`config.mk`:
```
export PLATFORM = sky130hd
export DESIGN_NAME = waySelect
export DESIGN_NICKNAME = d
export VERILOG_FILES = /design/src/memSysPkg.sv /design/src/waySelect.sv
export SDC_FILE = /design/constraint.sdc
export NUM_CORES = 1
export LEC_CHECK = 0
export BUFFER_PORTS_ARGS = -buffer_cell sky130_fd_sc_hd__buf_2
export CAP_MARGIN = 20
export CORE_AREA = 2 2 51 53
export DETAILED_ROUTE_END_ITERATION = 6
export DIE_AREA = 0 0 53 55
export GPL_TIMING_DRIVEN = 0
export HOLD_SLACK_MARGIN = 0.15
export MAX_ROUTING_LAYER = met4
export PLACE_DENSITY = 0.84
export SYNTH_ARGS = -nofsm -noshare
export SYNTH_HDL_FRONTEND = slang
export SYNTH_SLANG_ARGS = --single-unit
```
`constraint.sdc`:
```
create_clock -name clk -period 3.1 [get_ports clk]
set_clock_uncertainty 0.15 [all_clocks]
set_input_delay 0.465 -clock clk [delete_from_list [all_inputs] [get_ports clk]]
set_output_delay 0.465 -clock clk [all_outputs]
set_load 0.01 [all_outputs]
```
`src/memSysPkg.sv`:
```
`default_nettype none

package memSysPkg;

   // ##########################################################
   // address and data widths
   // ##########################################################
   localparam int addrWidth = 16;
   localparam int wordWidth = 16;

   // byte address split as tag, index, offset
   localparam int tagBits = 5;
   localparam int indexBits = 8;
   localparam int offsetBits = 3;

   // line words and memory banks share one count
   localparam int wordsPerLine = 4;
   localparam int wordSelBits = $clog2(wordsPerLine);

   // memory is word addressed, offset bit 0 dropped
   localparam int memAddrWidth = addrWidth - 1;

   // ##########################################################
   // bundles
   // ##########################################################
   typedef struct packed {
      logic [tagBits-1:0] tag;
      logic [indexBits-1:0] index;
      logic [offsetBits-1:0] offset;
   } addrFieldsT;

   // request as latched at acceptance
   typedef struct packed {
      addrFieldsT addr;
      logic [wordWidth-1:0] data;
      logic write;
   } cacheReqT;

   // shared command to both ways, write enable steered per way
   typedef struct packed {
      logic enable;
      logic compare;
      logic [tagBits-1:0] tag;
      logic [indexBits-1:0] index;
      logic [wordSelBits-1:0] word;
      logic [wordWidth-1:0] data;
      logic validIn;
   } wayCmdT;

   typedef struct packed {
      logic hit;
      logic valid;
      logic dirty;
      logic [tagBits-1:0] tag;
      logic [wordWidth-1:0] data;
   } wayStatusT;

   typedef struct packed {
      logic rd;
      logic wr;
      logic [memAddrWidth-1:0] addr;
      logic [wordWidth-1:0] data;
   } memReqT;

   typedef enum logic [2:0] {
      stIdle,
      stCompare,
      stEvict,
      stRefill,
      stFinalWrite,
      stDone,
      stFillDone
   } ctrlStateT;

endpackage

`default_nettype wire

```
`src/waySelect.sv`:
```
`timescale 1ns/1ps
`default_nettype none

module waySelect
   import memSysPkg::*;
(
   input  logic                 clk,
   input  logic                 rst,
   input  wayStatusT            way0,
   input  wayStatusT            way1,
   input  logic                 wayWrite,
   input  logic                 lockWay,
   input  logic                 accessDone,
   output logic                 write0,
   output logic                 write1,
   output logic                 anyHit,
   output logic                 targetDirty,
   output logic                 targetValid,
   output logic [tagBits-1:0]   targetTag,
   output logic [wordWidth-1:0] dataOut
);

   logic replBit;
   logic lockedWay;
   logic freshWay;
   logic targetWay;
   logic writeWay;
   wayStatusT target;

   // prefer an empty way, else the replacement bit picks
   always_comb begin
      if (!way0.valid) begin
         freshWay = 1'b0;
      end else if (!way1.valid) begin
         freshWay = 1'b1;
      end else begin
         freshWay = replBit;
      end
   end

   // live choice while locking, held choice after that
   assign targetWay = lockWay ? freshWay : lockedWay;
   assign target = targetWay ? way1 : way0;

   assign anyHit = way0.hit | way1.hit;
   assign targetDirty = target.dirty;
   assign targetValid = target.valid;
   assign targetTag = target.tag;

   // hit way takes the write, otherwise the miss target
   assign writeWay = anyHit ? way1.hit : targetWay;
   assign write0 = wayWrite & ~writeWay;
   assign write1 = wayWrite & writeWay;

   // eviction reads the target line word by word
   assign dataOut = anyHit ? (way1.hit ? way1.data : way0.data) : target.data;

   always_ff @(posedge clk) begin
      if (rst) begin
         replBit <= 1'b0;
         lockedWay <= 1'b0;
      end else begin
         if (accessDone) begin
            replBit <= ~replBit;
         end
         if (lockWay) begin
            lockedWay <= freshWay;
         end
      end
   end

   // a line lives in at most one way
   singleHit: assert property (
      @(posedge clk) disable iff (rst)
      !(way0.hit && way1.hit)
   ) else $error("both ways hit");

endmodule

`default_nettype wire
```
After elaboration in Yosys (flattened, before gate mapping) --
Index checks and enable logic that the tools add are counted.
Cells by class: bitwise operators 5, multiplexer cells 7
Operators by type and width (number):
- $mux W16 | 2
- $mux W23 | 1
- $mux W1 | 4
- $and A1 B1 Y1 | 2
- $not A1 Y1 | 2
- $or A1 B1 Y1 | 1
Word-level totals: output and inout port bits 26, flip-flop bits (word level) 2, logic and storage cells 14, bits of input ports 53

Logic depth before layout (Yosys ltp) --
depth in word-level cells 6, mapped depth 6, depth with buffers taken out 3

Worst setup path before layout --
OpenSTA, ideal clock, no wires.
path type input to output, start in lockWay, end out targetDirty, required time 2.485 ns, buffers on the path 1, slack 1.142 ns, data arrival time 1.343 ns, stages on the path 4, cell sequence and2_4 -> buf_6 -> a21oi_4 -> mux2_4
On the way: word-level cells in the longest chain between the ends 2
RTL lines:
- start: declaration | RTL line waySelect.sv:12 | input logic lockWay,
- $mux W1
- $mux W23 | RTL line waySelect.sv:43 | assign target = targetWay ? way1 : way0;
- end: declaration | RTL line waySelect.sv:17 | output logic targetDirty,
No other way between the ends.

Worst setup path in the final report --
start in lockWay, end out targetTag[0]
On the way: word-level cells in the longest chain between the ends 2
RTL lines:
- $mux W1
- $mux W23 | RTL line waySelect.sv:43
- end: declaration | RTL line waySelect.sv:19 | output logic [tagBits-1:0] targetTag,
No other way between the ends.

==> results.md <==
- Core area: 2360 um2
- Antenna viol nets, final: 0
- Hold Fails Final Rpt: 0
- Final min period: 2270 ps
- Die ar.: 2920 um2
- #FFs+latches synth: 2
- Die Wd: roughly 53 um
- Crit start category: input port
- R2R setup slack: 1830 ps
- Max-cap violations: 0
- TritonRoute pass-1 iters: 7
- Final setup fails: 0
- Cells after Synth: 126
- First-pass GRT wire length: approximately 5000 um
- Mux cell area share after synthesis: 9.45%
- Wire per inst: 13.9 um
- Fin. max-slew vios: 0
- Largest family of logic cells by synthesized area: simple AND/OR/NAND/NOR gates
- Fin nets: 261
- Die Y: approximately 55 um
- ANT cells: 0
- Yosys warnings: 0
- Post-Route WL: 3290 um
- Pre-CTS WS: about 830 ps
- Adder-cell share of the synthesized area: 0%
- Post-synthesis cell area: around 950 um2
- Worst Path Required: 2480 ps
- Largest net degree at the start of global routing: 11
- Crit end category: output pin
- P_sw: ~0.13 mW
- I/O pin count: 79
- CTS clk-pin slew, worst paths: roughly 30 ps
- Starting DRT DRC Count: 85
- Antenna violations before repair: 0
- Detailed-route via count: around 1400
- Clk pwr share: 18.2%
- Final Util: 59.2%
- Maximum vdd ir drop: 281 uV
- Path type of the worst min-delay path: input port to flip-flop
- CTS Hold Buffers Added: 0
- CTS Buf Count: 3
- Seq/Total Area, Yosys: roughly 4.2%
- GR Overflow Total: 0
- Starting Density: 40.3%
- Post-Synth XOR/XNOR Area: 0.919%
- Setup slack after layout: 829 ps
- Worst EP arrival: 1660 ps
- Crit Path Class: input port to output pin
- Postcts setup bufs: 0
- Synth Area in Compound Gates: between 30% and 40%
- Area grow syn2layout: 46.7%
- CTS tree: done
- GRT Util Overall: between 20% and 30%
- Placer Congestion: around 0.8
- Tcrit/Tclk final: 73.3%
- PortBufs: 77
- Root Driver: clkbuf_4
- Post-DP HPWL: 2570 um
- Internal power: between 0.15 and 0.2 mW
- Clock buffer depth: 2
- Net Sw Frac: 41.3%
- Worst-Skew Late Latency: 220 ps
- Static leakage: 0.699 nW
- Flop pwr share: 9.8%
- H-tree Lvls: 1
- RSZ-0062 raised after global routing: false
- Row count: 18
- Simple-Gate Fraction of Synth Area: 37.8%
- Worst slew margin: 69.0%
- Combinational power share: approximately 72%
- Setup TNS: 0 ps
- # DRC: 0
- Status: finished, final reports clean
- Vias/cell: about 5.9
- Worst-margin pin slew: 465 ps
- CTS sink count: 2
- Resized Gates After CTS: 0
- Number of global-route vias before repair: 1167
- Syn avg cell area: between 7 and 8 um2
- Post-synth net total: between 150 and 200
- Layout cells sized above 1: 49.0%
- P per Cell Area: 218 nW/um2
- Synth cell types: 24
- CP Max Fanout: 9
- F_max: 440 MHz
per-stage QoR:
step | cell area (um2) | instances | hold slack [ps] | total power [mW]
after global placement | 1380 | 233 | 385 | 0.247
final | 1400 | 236 | 270 | 0.305
after CTS | 1400 | 236 | 263 | 0.307
after floorplan | 953 | 126 | 355 | 0.161
after detailed placement | 1380 | 233 | 403 | 0.249
after global routing | 1400 | 236 | 275 | 0.332
power by group through the flow:
stage | Combinational, mW | Clock, mW | Sequential, mW
after floorplan | 0.131 | 0 | 0.0296
after global placement | 0.216 | 0 | 0.0300
after detailed placement | 0.219 | 0 | 0.0301
after CTS | 0.219 | 0.0574 | 0.0297
after global routing | 0.240 | 0.0621 | 0.0301
final | 0.220 | 0.0553 | 0.0298
cells in the mapped netlist, drive strengths merged:
master | count | area share, %
clkbuf | 7 | 2.9
clkinv | 1 | 0.39
nand3 | 32 | 17
o21ai | 3 | 1.6
o211a | 1 | 1.0
mux2 | 6 | 9.4
dfxtp | 2 | 4.2
xnor2 | 1 | 0.92
nor2 | 2 | 0.79
nor2b | 6 | 4.7
and2 | 1 | 0.92
buf | 10 | 8.1
a21oi | 1 | 1.7
o2111ai | 16 | 15
inv | 1 | 0.39
a222oi | 16 | 17
and2b | 13 | 10
nand2b | 3 | 2.8
nand2 | 4 | 1.6
area by class of cell:
cell class	count	area (um2)
multi-input cells	105	801
fillers	242	966
clock buffers	3	22.5
inverters	2	7.51
flip-flops and latches	2	40.0
well taps	30	37.5
repair buffers	77	385
plain buffers	17	105
final timing paths:
check	start	end	cells after the start
worst max-delay path	lockWay	targetTag[0]	6
worst min-delay path	rst	replBit	2
worst max register to register	replBit	lockedWay	4
worst min register to register	replBit	replBit	2
routing by layer:
metal / vias up / wire, um / GRT usage [%]
met1: 629 / 1380 / 28.6
met2: 74 / 1640 / 35.6
li1: 681 / - / -
met3: 0 / 272 / 3.76
met5: - / 0 / -
met4: 0 / 0 / 4.70
critical path, cell delays in order:
cell	delay (ps)
buf_2	120
and2_4	150
buf_6	130
a21oi_4	310
mux2_4	330
buf_2	140
state kept, by name, summed over array words and instances, names as in the netlist:
name / count
lockedWay: 1
replBit: 1
placed cells by master (no fill, tap or decap), types with 2 or more instances in the layout:
cell type / n
a222oi_1: 16
and2b_1: 13
buf_2: 82
buf_6: 4
clkbuf_1: 6
clkbuf_4: 3
dfxtp_1: 2
mux2_4: 6
nand2_1: 4
nand2b_1: 2
nand3_1: 32
nor2_1: 2
nor2b_1: 5
o2111ai_1: 16
o21ai_0: 3
logic make-up after synthesis:
| family | after synthesis |
|---|---|
| compound gates | 37 |
| xor+xnor | 1 |
| buf+inv | 19 |
| flops | 2 |
| mux | 6 |
| simple gates | 61 |
(Power assumes the default switching activity.)
