===== src/memSysPkg.sv =====
`default_nettype none

package memSysPkg;

   // ##########################################################
   // address and data widths
   // ##########################################################
   localparam int addrWidth = 16;
   localparam int wordWidth = 16;

   // byte address split as tag, index, offset
   localparam int tagBits = 5;
   localparam int indexBits = 8;
   localparam int offsetBits = 3;

   // line words and memory banks share one count
   localparam int wordsPerLine = 4;
   localparam int wordSelBits = $clog2(wordsPerLine);

   // memory is word addressed, offset bit 0 dropped
   localparam int memAddrWidth = addrWidth - 1;

   // ##########################################################
   // bundles
   // ##########################################################
   typedef struct packed {
      logic [tagBits-1:0] tag;
      logic [indexBits-1:0] index;
      logic [offsetBits-1:0] offset;
   } addrFieldsT;

   // request as latched at acceptance
   typedef struct packed {
      addrFieldsT addr;
      logic [wordWidth-1:0] data;
      logic write;
   } cacheReqT;

   // shared command to both ways, write enable steered per way
   typedef struct packed {
      logic enable;
      logic compare;
      logic [tagBits-1:0] tag;
      logic [indexBits-1:0] index;
      logic [wordSelBits-1:0] word;
      logic [wordWidth-1:0] data;
      logic validIn;
   } wayCmdT;

   typedef struct packed {
      logic hit;
      logic valid;
      logic dirty;
      logic [tagBits-1:0] tag;
      logic [wordWidth-1:0] data;
   } wayStatusT;

   typedef struct packed {
      logic rd;
      logic wr;
      logic [memAddrWidth-1:0] addr;
      logic [wordWidth-1:0] data;
   } memReqT;

   typedef enum logic [2:0] {
      stIdle,
      stCompare,
      stEvict,
      stRefill,
      stFinalWrite,
      stDone,
      stFillDone
   } ctrlStateT;

endpackage

`default_nettype wire


===== src/cacheController.sv =====
`timescale 1ns/1ps
`default_nettype none

module cacheController
   import memSysPkg::*;
(
   input  logic                   clk,
   input  logic                   rst,
   input  logic                   rd,
   input  logic                   wr,
   input  logic [addrWidth-1:0]   addr,
   input  logic [wordWidth-1:0]   dataIn,
   input  logic                   anyHit,
   input  logic                   targetDirty,
   input  logic                   targetValid,
   input  logic [tagBits-1:0]     targetTag,
   input  logic                   memStall,
   input  logic                   rdValid,
   input  logic [wordWidth-1:0]   rdData,
   input  logic [wordSelBits-1:0] rdBank,
   output wayCmdT                 wayCmd,
   output logic                   wayWrite,
   output logic                   lockWay,
   output logic                   accessDone,
   output memReqT                 memReq,
   output logic                   done,
   output logic                   stall,
   output logic                   cacheHit
);

   ctrlStateT state;
   ctrlStateT nextState;
   cacheReqT req;
   // top bit marks all four words issued
   logic [wordSelBits:0] issueCnt;
   logic [wordSelBits-1:0] fillCnt;
   logic accept;
   logic issueTaken;

   // new request allowed in idle and in both done states
   assign accept = (state == stIdle || state == stDone || state == stFillDone) && (rd || wr);
   assign issueTaken = (memReq.rd || memReq.wr) && !memStall;

   always_ff @(posedge clk) begin
      if (rst) begin
         state <= stIdle;
      end else begin
         state <= nextState;
      end
   end

   // latched request, inputs may change afterwards
   always_ff @(posedge clk) begin
      if (accept) begin
         req.addr <= addrFieldsT'(addr);
         req.data <= dataIn;
         req.write <= wr;
      end
   end

   // ##########################################################
   // fill counters
   // ##########################################################
   always_ff @(posedge clk) begin
      if (rst || state == stCompare) begin
         issueCnt <= '0;
         fillCnt <= '0;
      end else if (state == stEvict && issueTaken && issueCnt[wordSelBits-1:0] == '1) begin
         // last write out, refill restarts at word 0
         issueCnt <= '0;
      end else begin
         if (issueTaken) begin
            issueCnt <= issueCnt + 1'b1;
         end
         if (state == stRefill && rdValid) begin
            fillCnt <= fillCnt + 1'b1;
         end
      end
   end

   // ##########################################################
   // next state and outputs
   // ##########################################################
   always_comb begin
      nextState = state;
      // ways see the latched request by default
      wayCmd.enable = (state != stIdle);
      wayCmd.compare = 1'b1;
      wayCmd.tag = req.addr.tag;
      wayCmd.index = req.addr.index;
      wayCmd.word = req.addr.offset[offsetBits-1:1];
      wayCmd.data = req.data;
      wayCmd.validIn = 1'b1;
      wayWrite = 1'b0;
      lockWay = 1'b0;
      accessDone = 1'b0;
      memReq.rd = 1'b0;
      memReq.wr = 1'b0;
      memReq.addr = {req.addr.tag, req.addr.index, issueCnt[wordSelBits-1:0]};
      // evicted word is merged in at the top level
      memReq.data = '0;
      done = 1'b0;
      stall = 1'b1;
      cacheHit = 1'b0;
      case (state)
         stIdle: begin
            stall = 1'b0;
            if (accept) begin
               nextState = stCompare;
            end
         end
         stCompare: begin
            lockWay = 1'b1;
            wayWrite = req.write && anyHit;
            if (anyHit) begin
               nextState = stDone;
            end else if (targetValid && targetDirty) begin
               nextState = stEvict;
            end else begin
               nextState = stRefill;
            end
         end
         stEvict: begin
            // old line goes out under its stored tag
            wayCmd.compare = 1'b0;
            wayCmd.word = issueCnt[wordSelBits-1:0];
            memReq.wr = 1'b1;
            memReq.addr = {targetTag, req.addr.index, issueCnt[wordSelBits-1:0]};
            if (issueTaken && issueCnt[wordSelBits-1:0] == '1) begin
               nextState = stRefill;
            end
         end
         stRefill: begin
            // reads go out back to back, returns land by bank
            wayCmd.compare = 1'b0;
            wayCmd.word = rdBank;
            wayCmd.data = rdData;
            wayWrite = rdValid;
            memReq.rd = !issueCnt[wordSelBits];
            if (rdValid && fillCnt == '1) begin
               nextState = req.write ? stFinalWrite : stFillDone;
            end
         end
         stFinalWrite: begin
            // line is resident now, write it like a hit
            wayWrite = 1'b1;
            nextState = stFillDone;
         end
         stDone, stFillDone: begin
            done = 1'b1;
            stall = 1'b0;
            cacheHit = (state == stDone);
            accessDone = 1'b1;
            nextState = accept ? stCompare : stIdle;
         end
         default: begin
            nextState = stIdle;
         end
      endcase
   end

   doneNotStalled: assert property (
      @(posedge clk) disable iff (rst)
      !(done && stall)
   ) else $error("done raised while stalled");

endmodule

`default_nettype wire


===== config.mk =====
export PLATFORM = sky130hd
export DESIGN_NAME = cacheController
export DESIGN_NICKNAME = d
export VERILOG_FILES = /design/src/memSysPkg.sv /design/src/cacheController.sv
export SDC_FILE = /design/constraint.sdc
export NUM_CORES = 1
export LEC_CHECK = 0
export BUFFER_PORTS_ARGS = -buffer_cell sky130_fd_sc_hd__buf_2
export CAP_MARGIN = 20
export CORE_MARGIN = 1.5
export CORE_UTILIZATION = 38
export DETAILED_ROUTE_END_ITERATION = 6
export PLACE_DENSITY = 0.76
export SETUP_SLACK_MARGIN = 0.3
export SYNTH_ARGS = -nofsm -noshare
export SYNTH_HDL_FRONTEND = slang
export SYNTH_SLANG_ARGS = --single-unit

===== constraint.sdc =====
create_clock -name clk -period 2.7 [get_ports clk]
set_input_delay 0.135 -clock clk [delete_from_list [all_inputs] [get_ports clk]]
set_output_delay 0.135 -clock clk [all_outputs]
set_load 0.02 [all_outputs]

Word-level counts from Yosys, hierarchy flattened
Index checks and enable logic that the tools add are counted.
- bitwise gates (word level): 1
- multiply operators: 0
- shift operators: 0
- $add $sub $neg: 2
- equality and inequality tests: 11
- divide/modulo/power cells: 0
- multiplexer cells: 18
- magnitude comparators: 0
- reduce and logical (&&, ||, !) cells: 24
- operators with widths (kind ; count):
    two-way mux 16 bit ; 2
    case mux 3 bit (6 select lines) ; 1
    two-way mux 3 bit ; 4
    == test 3 bit (second input constant) ; 3
    logical AND 1 bit ; 9
    two-way mux 1 bit ; 8
    == test 3 x 2 -> 1 bit (second input constant) ; 2
    OR reduction 2 bit ; 3
    logical OR 1 bit ; 5
    == test 2 bit (second input constant) ; 2
    inequality test 2 x 1 -> 1 bit (second input constant) ; 2
    case mux 2 bit (2 select lines) ; 1
    adder 3 x 1 -> 3 bit (second input constant) ; 1
    == test 3 x 1 -> 1 bit (second input constant) ; 1
    logical NOT 3 bit ; 1
    case mux 1 bit (3 select lines) ; 1
    AND reduction 3 bit ; 1
    nonzero test 3 bit ; 1
    OR reduction 3 bit ; 1
    adder 2 x 1 -> 2 bit (second input constant) ; 1
    logical NOT 1 bit ; 2
    two-way mux 2 bit ; 1
    inequality test 2 bit (second input constant) ; 1
    AND reduction 2 bit ; 1
    inverter 1 bit ; 1
- register bits after elaboration: 41
- output and inout port bits: 73
- bits in latches: 0
- bits in writable memories: 0
- ROM bits: 0
- input bits: 64
- logic and storage cells: 64
- memories: 0

Depth between registers and ports, before layout
- depth in word-level cells: 8
- depth in mapped cells: 5
- depth with buffers taken out: 4

Worst setup path after synthesis
No wires, ideal clock.
- path kind: reg-to-reg
- start point: register state[2]
- end point: register req[0] (netlist name), enable pin
- arrival time: 2531 ps
- library setup time: 432 ps
- path buffers: 1
- path slack: -262 ps
- clock period less this slack: 2962 ps
- required time: 2268 ps
- stages on the path, launching flop included: 5
- cells stage by stage: dfxtp_1 buf_2 nor3_1 inv_1 a21oi_1
- longest elaborated chain between the ends: 4
- elaborated cells on any way between the ends: 6
- those cells by class: 2 x eq/ne; 4 x reduce/logical
- RTL lines (what ; RTL line ; text):
    start, declared ; cacheController.sv:31 ; ctrlStateT state;
    start signal, assigned ; cacheController.sv:46 ; state <= stIdle;
    start signal, assigned ; cacheController.sv:48 ; state <= nextState;
    == test 3 bit or logical NOT 3 bit (tied branches) ; cacheController.sv:41 ; assign accept = (state == stIdle || state == stDone || state == stFillDone) && (rd || wr);
    logical OR 1 bit ; cacheController.sv:41 ;
    logical OR 1 bit (*) ; cacheController.sv:41 ;
    logical AND 1 bit (*) ; cacheController.sv:41 ;
    named net accept ; cacheController.sv:37 ; logic accept;
    end, declared ; cacheController.sv:33 ; cacheReqT req;
Mark *: on every way through the listed nets, which the timed path passes. The rest lies on a longest branch.
A chain may end at the register's enable or synchronous reset.

==> reports/qor.csv <==
metric;value;unit
outcome;completed;
synth_top_family_by_area;buffers and inverters;
finalNetCount;342;
cp_slowest_cell;dfxtp_1;
fin_crit_sh;82.6;%
wl_per_cell;12.2;um
finalSetupTns;0;ps
drtIter0Drc;67;
power;2.04;mW
port_buffers;118;
crit_arrival;2100;ps
period_minus_slack;2230;ps
yosys-top-cells-area;edfxtp_1 45%, buf_4 15%, mux2_2 11%, dfxtp_1 7.4%, o21ai_0 1.9%;
start_util;39.2;%
slew_headroom;54.9;%
ys_async_sr_fraction;0;%
grt_pass1_vias;1431;
vias;1549;
synth_top_area_cell;edfxtp_1;
path_max_fanout;19;
grt_pass1_wl;6.58;mm
synth_area_per_cell;12.2;um^2
ys_seq_area_share;51.9;%
drv_cap;0;
dieHeight;78.4;um
wl;4.26;mm
synth_simple_gate_area_share;9.33;%
drcViolationCount;0;
synth_flop_cell;edfxtp_1;
n_fill_cell;505;
yosysTopAreaCellShare;44.5;%
critPathLaunchType;register;
cp.required;2570;ps
io_pins;137;
max_freq;448;MHz
synth_mux_area_share;11.9;%
cts_root_buf;clkbuf_8;
synth-edff-count;32;
synth_compound_area_share;7.42;%
end_kind;output pin;
cts.sinks;40;
grt_max_degree;28;
power.density;754;nW/um^2
htree_levels;2;
drive_above_1_share;55.6;%
tightest_slew;676;ps
netlist_instances;177;
grt-ovfl-total;0;
diodes;0;
rsz0062_at_grt;false;
ys_types;39;
setup_viol;0;
synth_seq_cells;40;
postRouteAntennaNets;0;
hold_violations;0;
fin_cells;349;
yosys_warnings;0;
clk_latency;280;ps
dieArea;6140;um^2
coreArea;5510;um^2
antenna_found_initial;0;
worst-setup-path-type;reg2out;
place_congestion;0.777;
cts_buffers;5;
skew;6.83;ps
hpwl;3.18;mm
path_clk_slew;80;ps
cts_tree;done;
synth-xor-area-share;0.406;%
critPathMaxStageDelay;760;ps
netlist_area;2160;um^2
final_common_cell;buf_2;
viasPerCell;4.44;
chipWidth;78.4;um
peakVddDrop;405;uV
p_leak;1.23;nW
rows;27;
drv_slew;0;
crit_chain;nand2_2 -> mux2_2 -> buf_2;
grt.total_usage;13.8;%
drtPass1Iterations;4;
dp.cells;336;
syn2layout_area_growth;25.4;%
cts_max_path_buffers;2;
synthAdderAreaFrac;1.16;%
final_cell_mix;118 x buf_2, 32 x edfxtp_1, 21 x mux2_2;
hold_path_class;in2reg;
## flip-flops by register name, indices dropped and copies added (netlist names)
name      count
issueCnt      3
req          19
fillCnt       2
wayCmd       13
state         3
## power by group
part,switching (mW),total [mW],internal (mW)
registers,0.0738,0.878,0.805
clock network,0.207,0.385,0.178
logic,0.481,0.777,0.296
total,0.762,2.04,1.28
## synthesized netlist by cell type, types with 2 or more instances
master	instances
nand3b_1	2
nor2b_1	2
ha_1	2
edfxtp_1	32
nand2_1	6
a211oi_1	2
nor2_1	7
dfxtp_1	8
or3_1	2
buf_6	3
o21ai_0	8
nand2b_1	3
a21o_1	2
conb_1	2
mux2i_1	2
buf_4	42
inv_1	5
nor3_1	2
buf_2	2
mux2_2	21
a21oi_1	4
## path summary, 6_finish.rpt
kind | from | depth (start not counted) | slack, ps | endpoint
setup / recovery | state[1] | 3 | 470 | wayCmd[14]
hold / removal | dataIn[3] | 1 | 20 | req[4]
setup reg to reg | state[1] | 4 | 710 | req[8]
hold reg to reg | fillCnt[1] | 2 | 500 | fillCnt[1]
## kinds of logic after synthesis
group,after synthesis
compound gates,24
xor+xnor,1
fa+ha+maj,2
buf+inv,52
flops,40
mux,23
other cells,2
simple gates,33
## per-stage QoR
step                setup slack, ps  instance area [um^2]  hold WS, ps  util [%]
floorplan                       357                  2220          204         -
global placement                741                  2570          311      46.6
detailed placement              729                  2570          313      46.6
CTS                             378                  2660         6.00      48.2
global route                    336                  2710         2.28      49.1
finish                          469                  2710         18.5      49.1
## repair_timing
action                                  CTS  global route
endpoints found under the setup margin    0            16
hold buffers                              0             5
resized for setup                         0             1
setup buffers                             0             0
endpoints found under the hold margin     0             5
## cell type report
cell class / count / area [um^2] / share of cell area (%)
Clock buffer: 5 / 68.8 / 2.54
Clock inverter: 3 / 18.8 / 0.693
Inverter: 5 / 18.8 / 0.693
Multi-Input combinational cell: 100 / 727 / 26.9
Sequential cell: 40 / 1120 / 41.5
Tap cell: 72 / 90.1 / 3.33
Timing Repair Buffer: 124 / 661 / 24.4
## metal layers
metal	track usage (%)	wire length [um]	vias up
met3	4.88	364	2
met2	24.7	2260	72
met1	15.3	1610	703
met4	4.29	26	0
li1	-	-	772
met5	0	0	-
## worst max-delay path, delay by kind of cell (launching register included)
kind	cells	cell delay [ps]
and+or+nand+nor	1	470
DFF	1	760
muxes	1	410
buffers and inverters	1	160
Power figures use the tool's default switching activity.
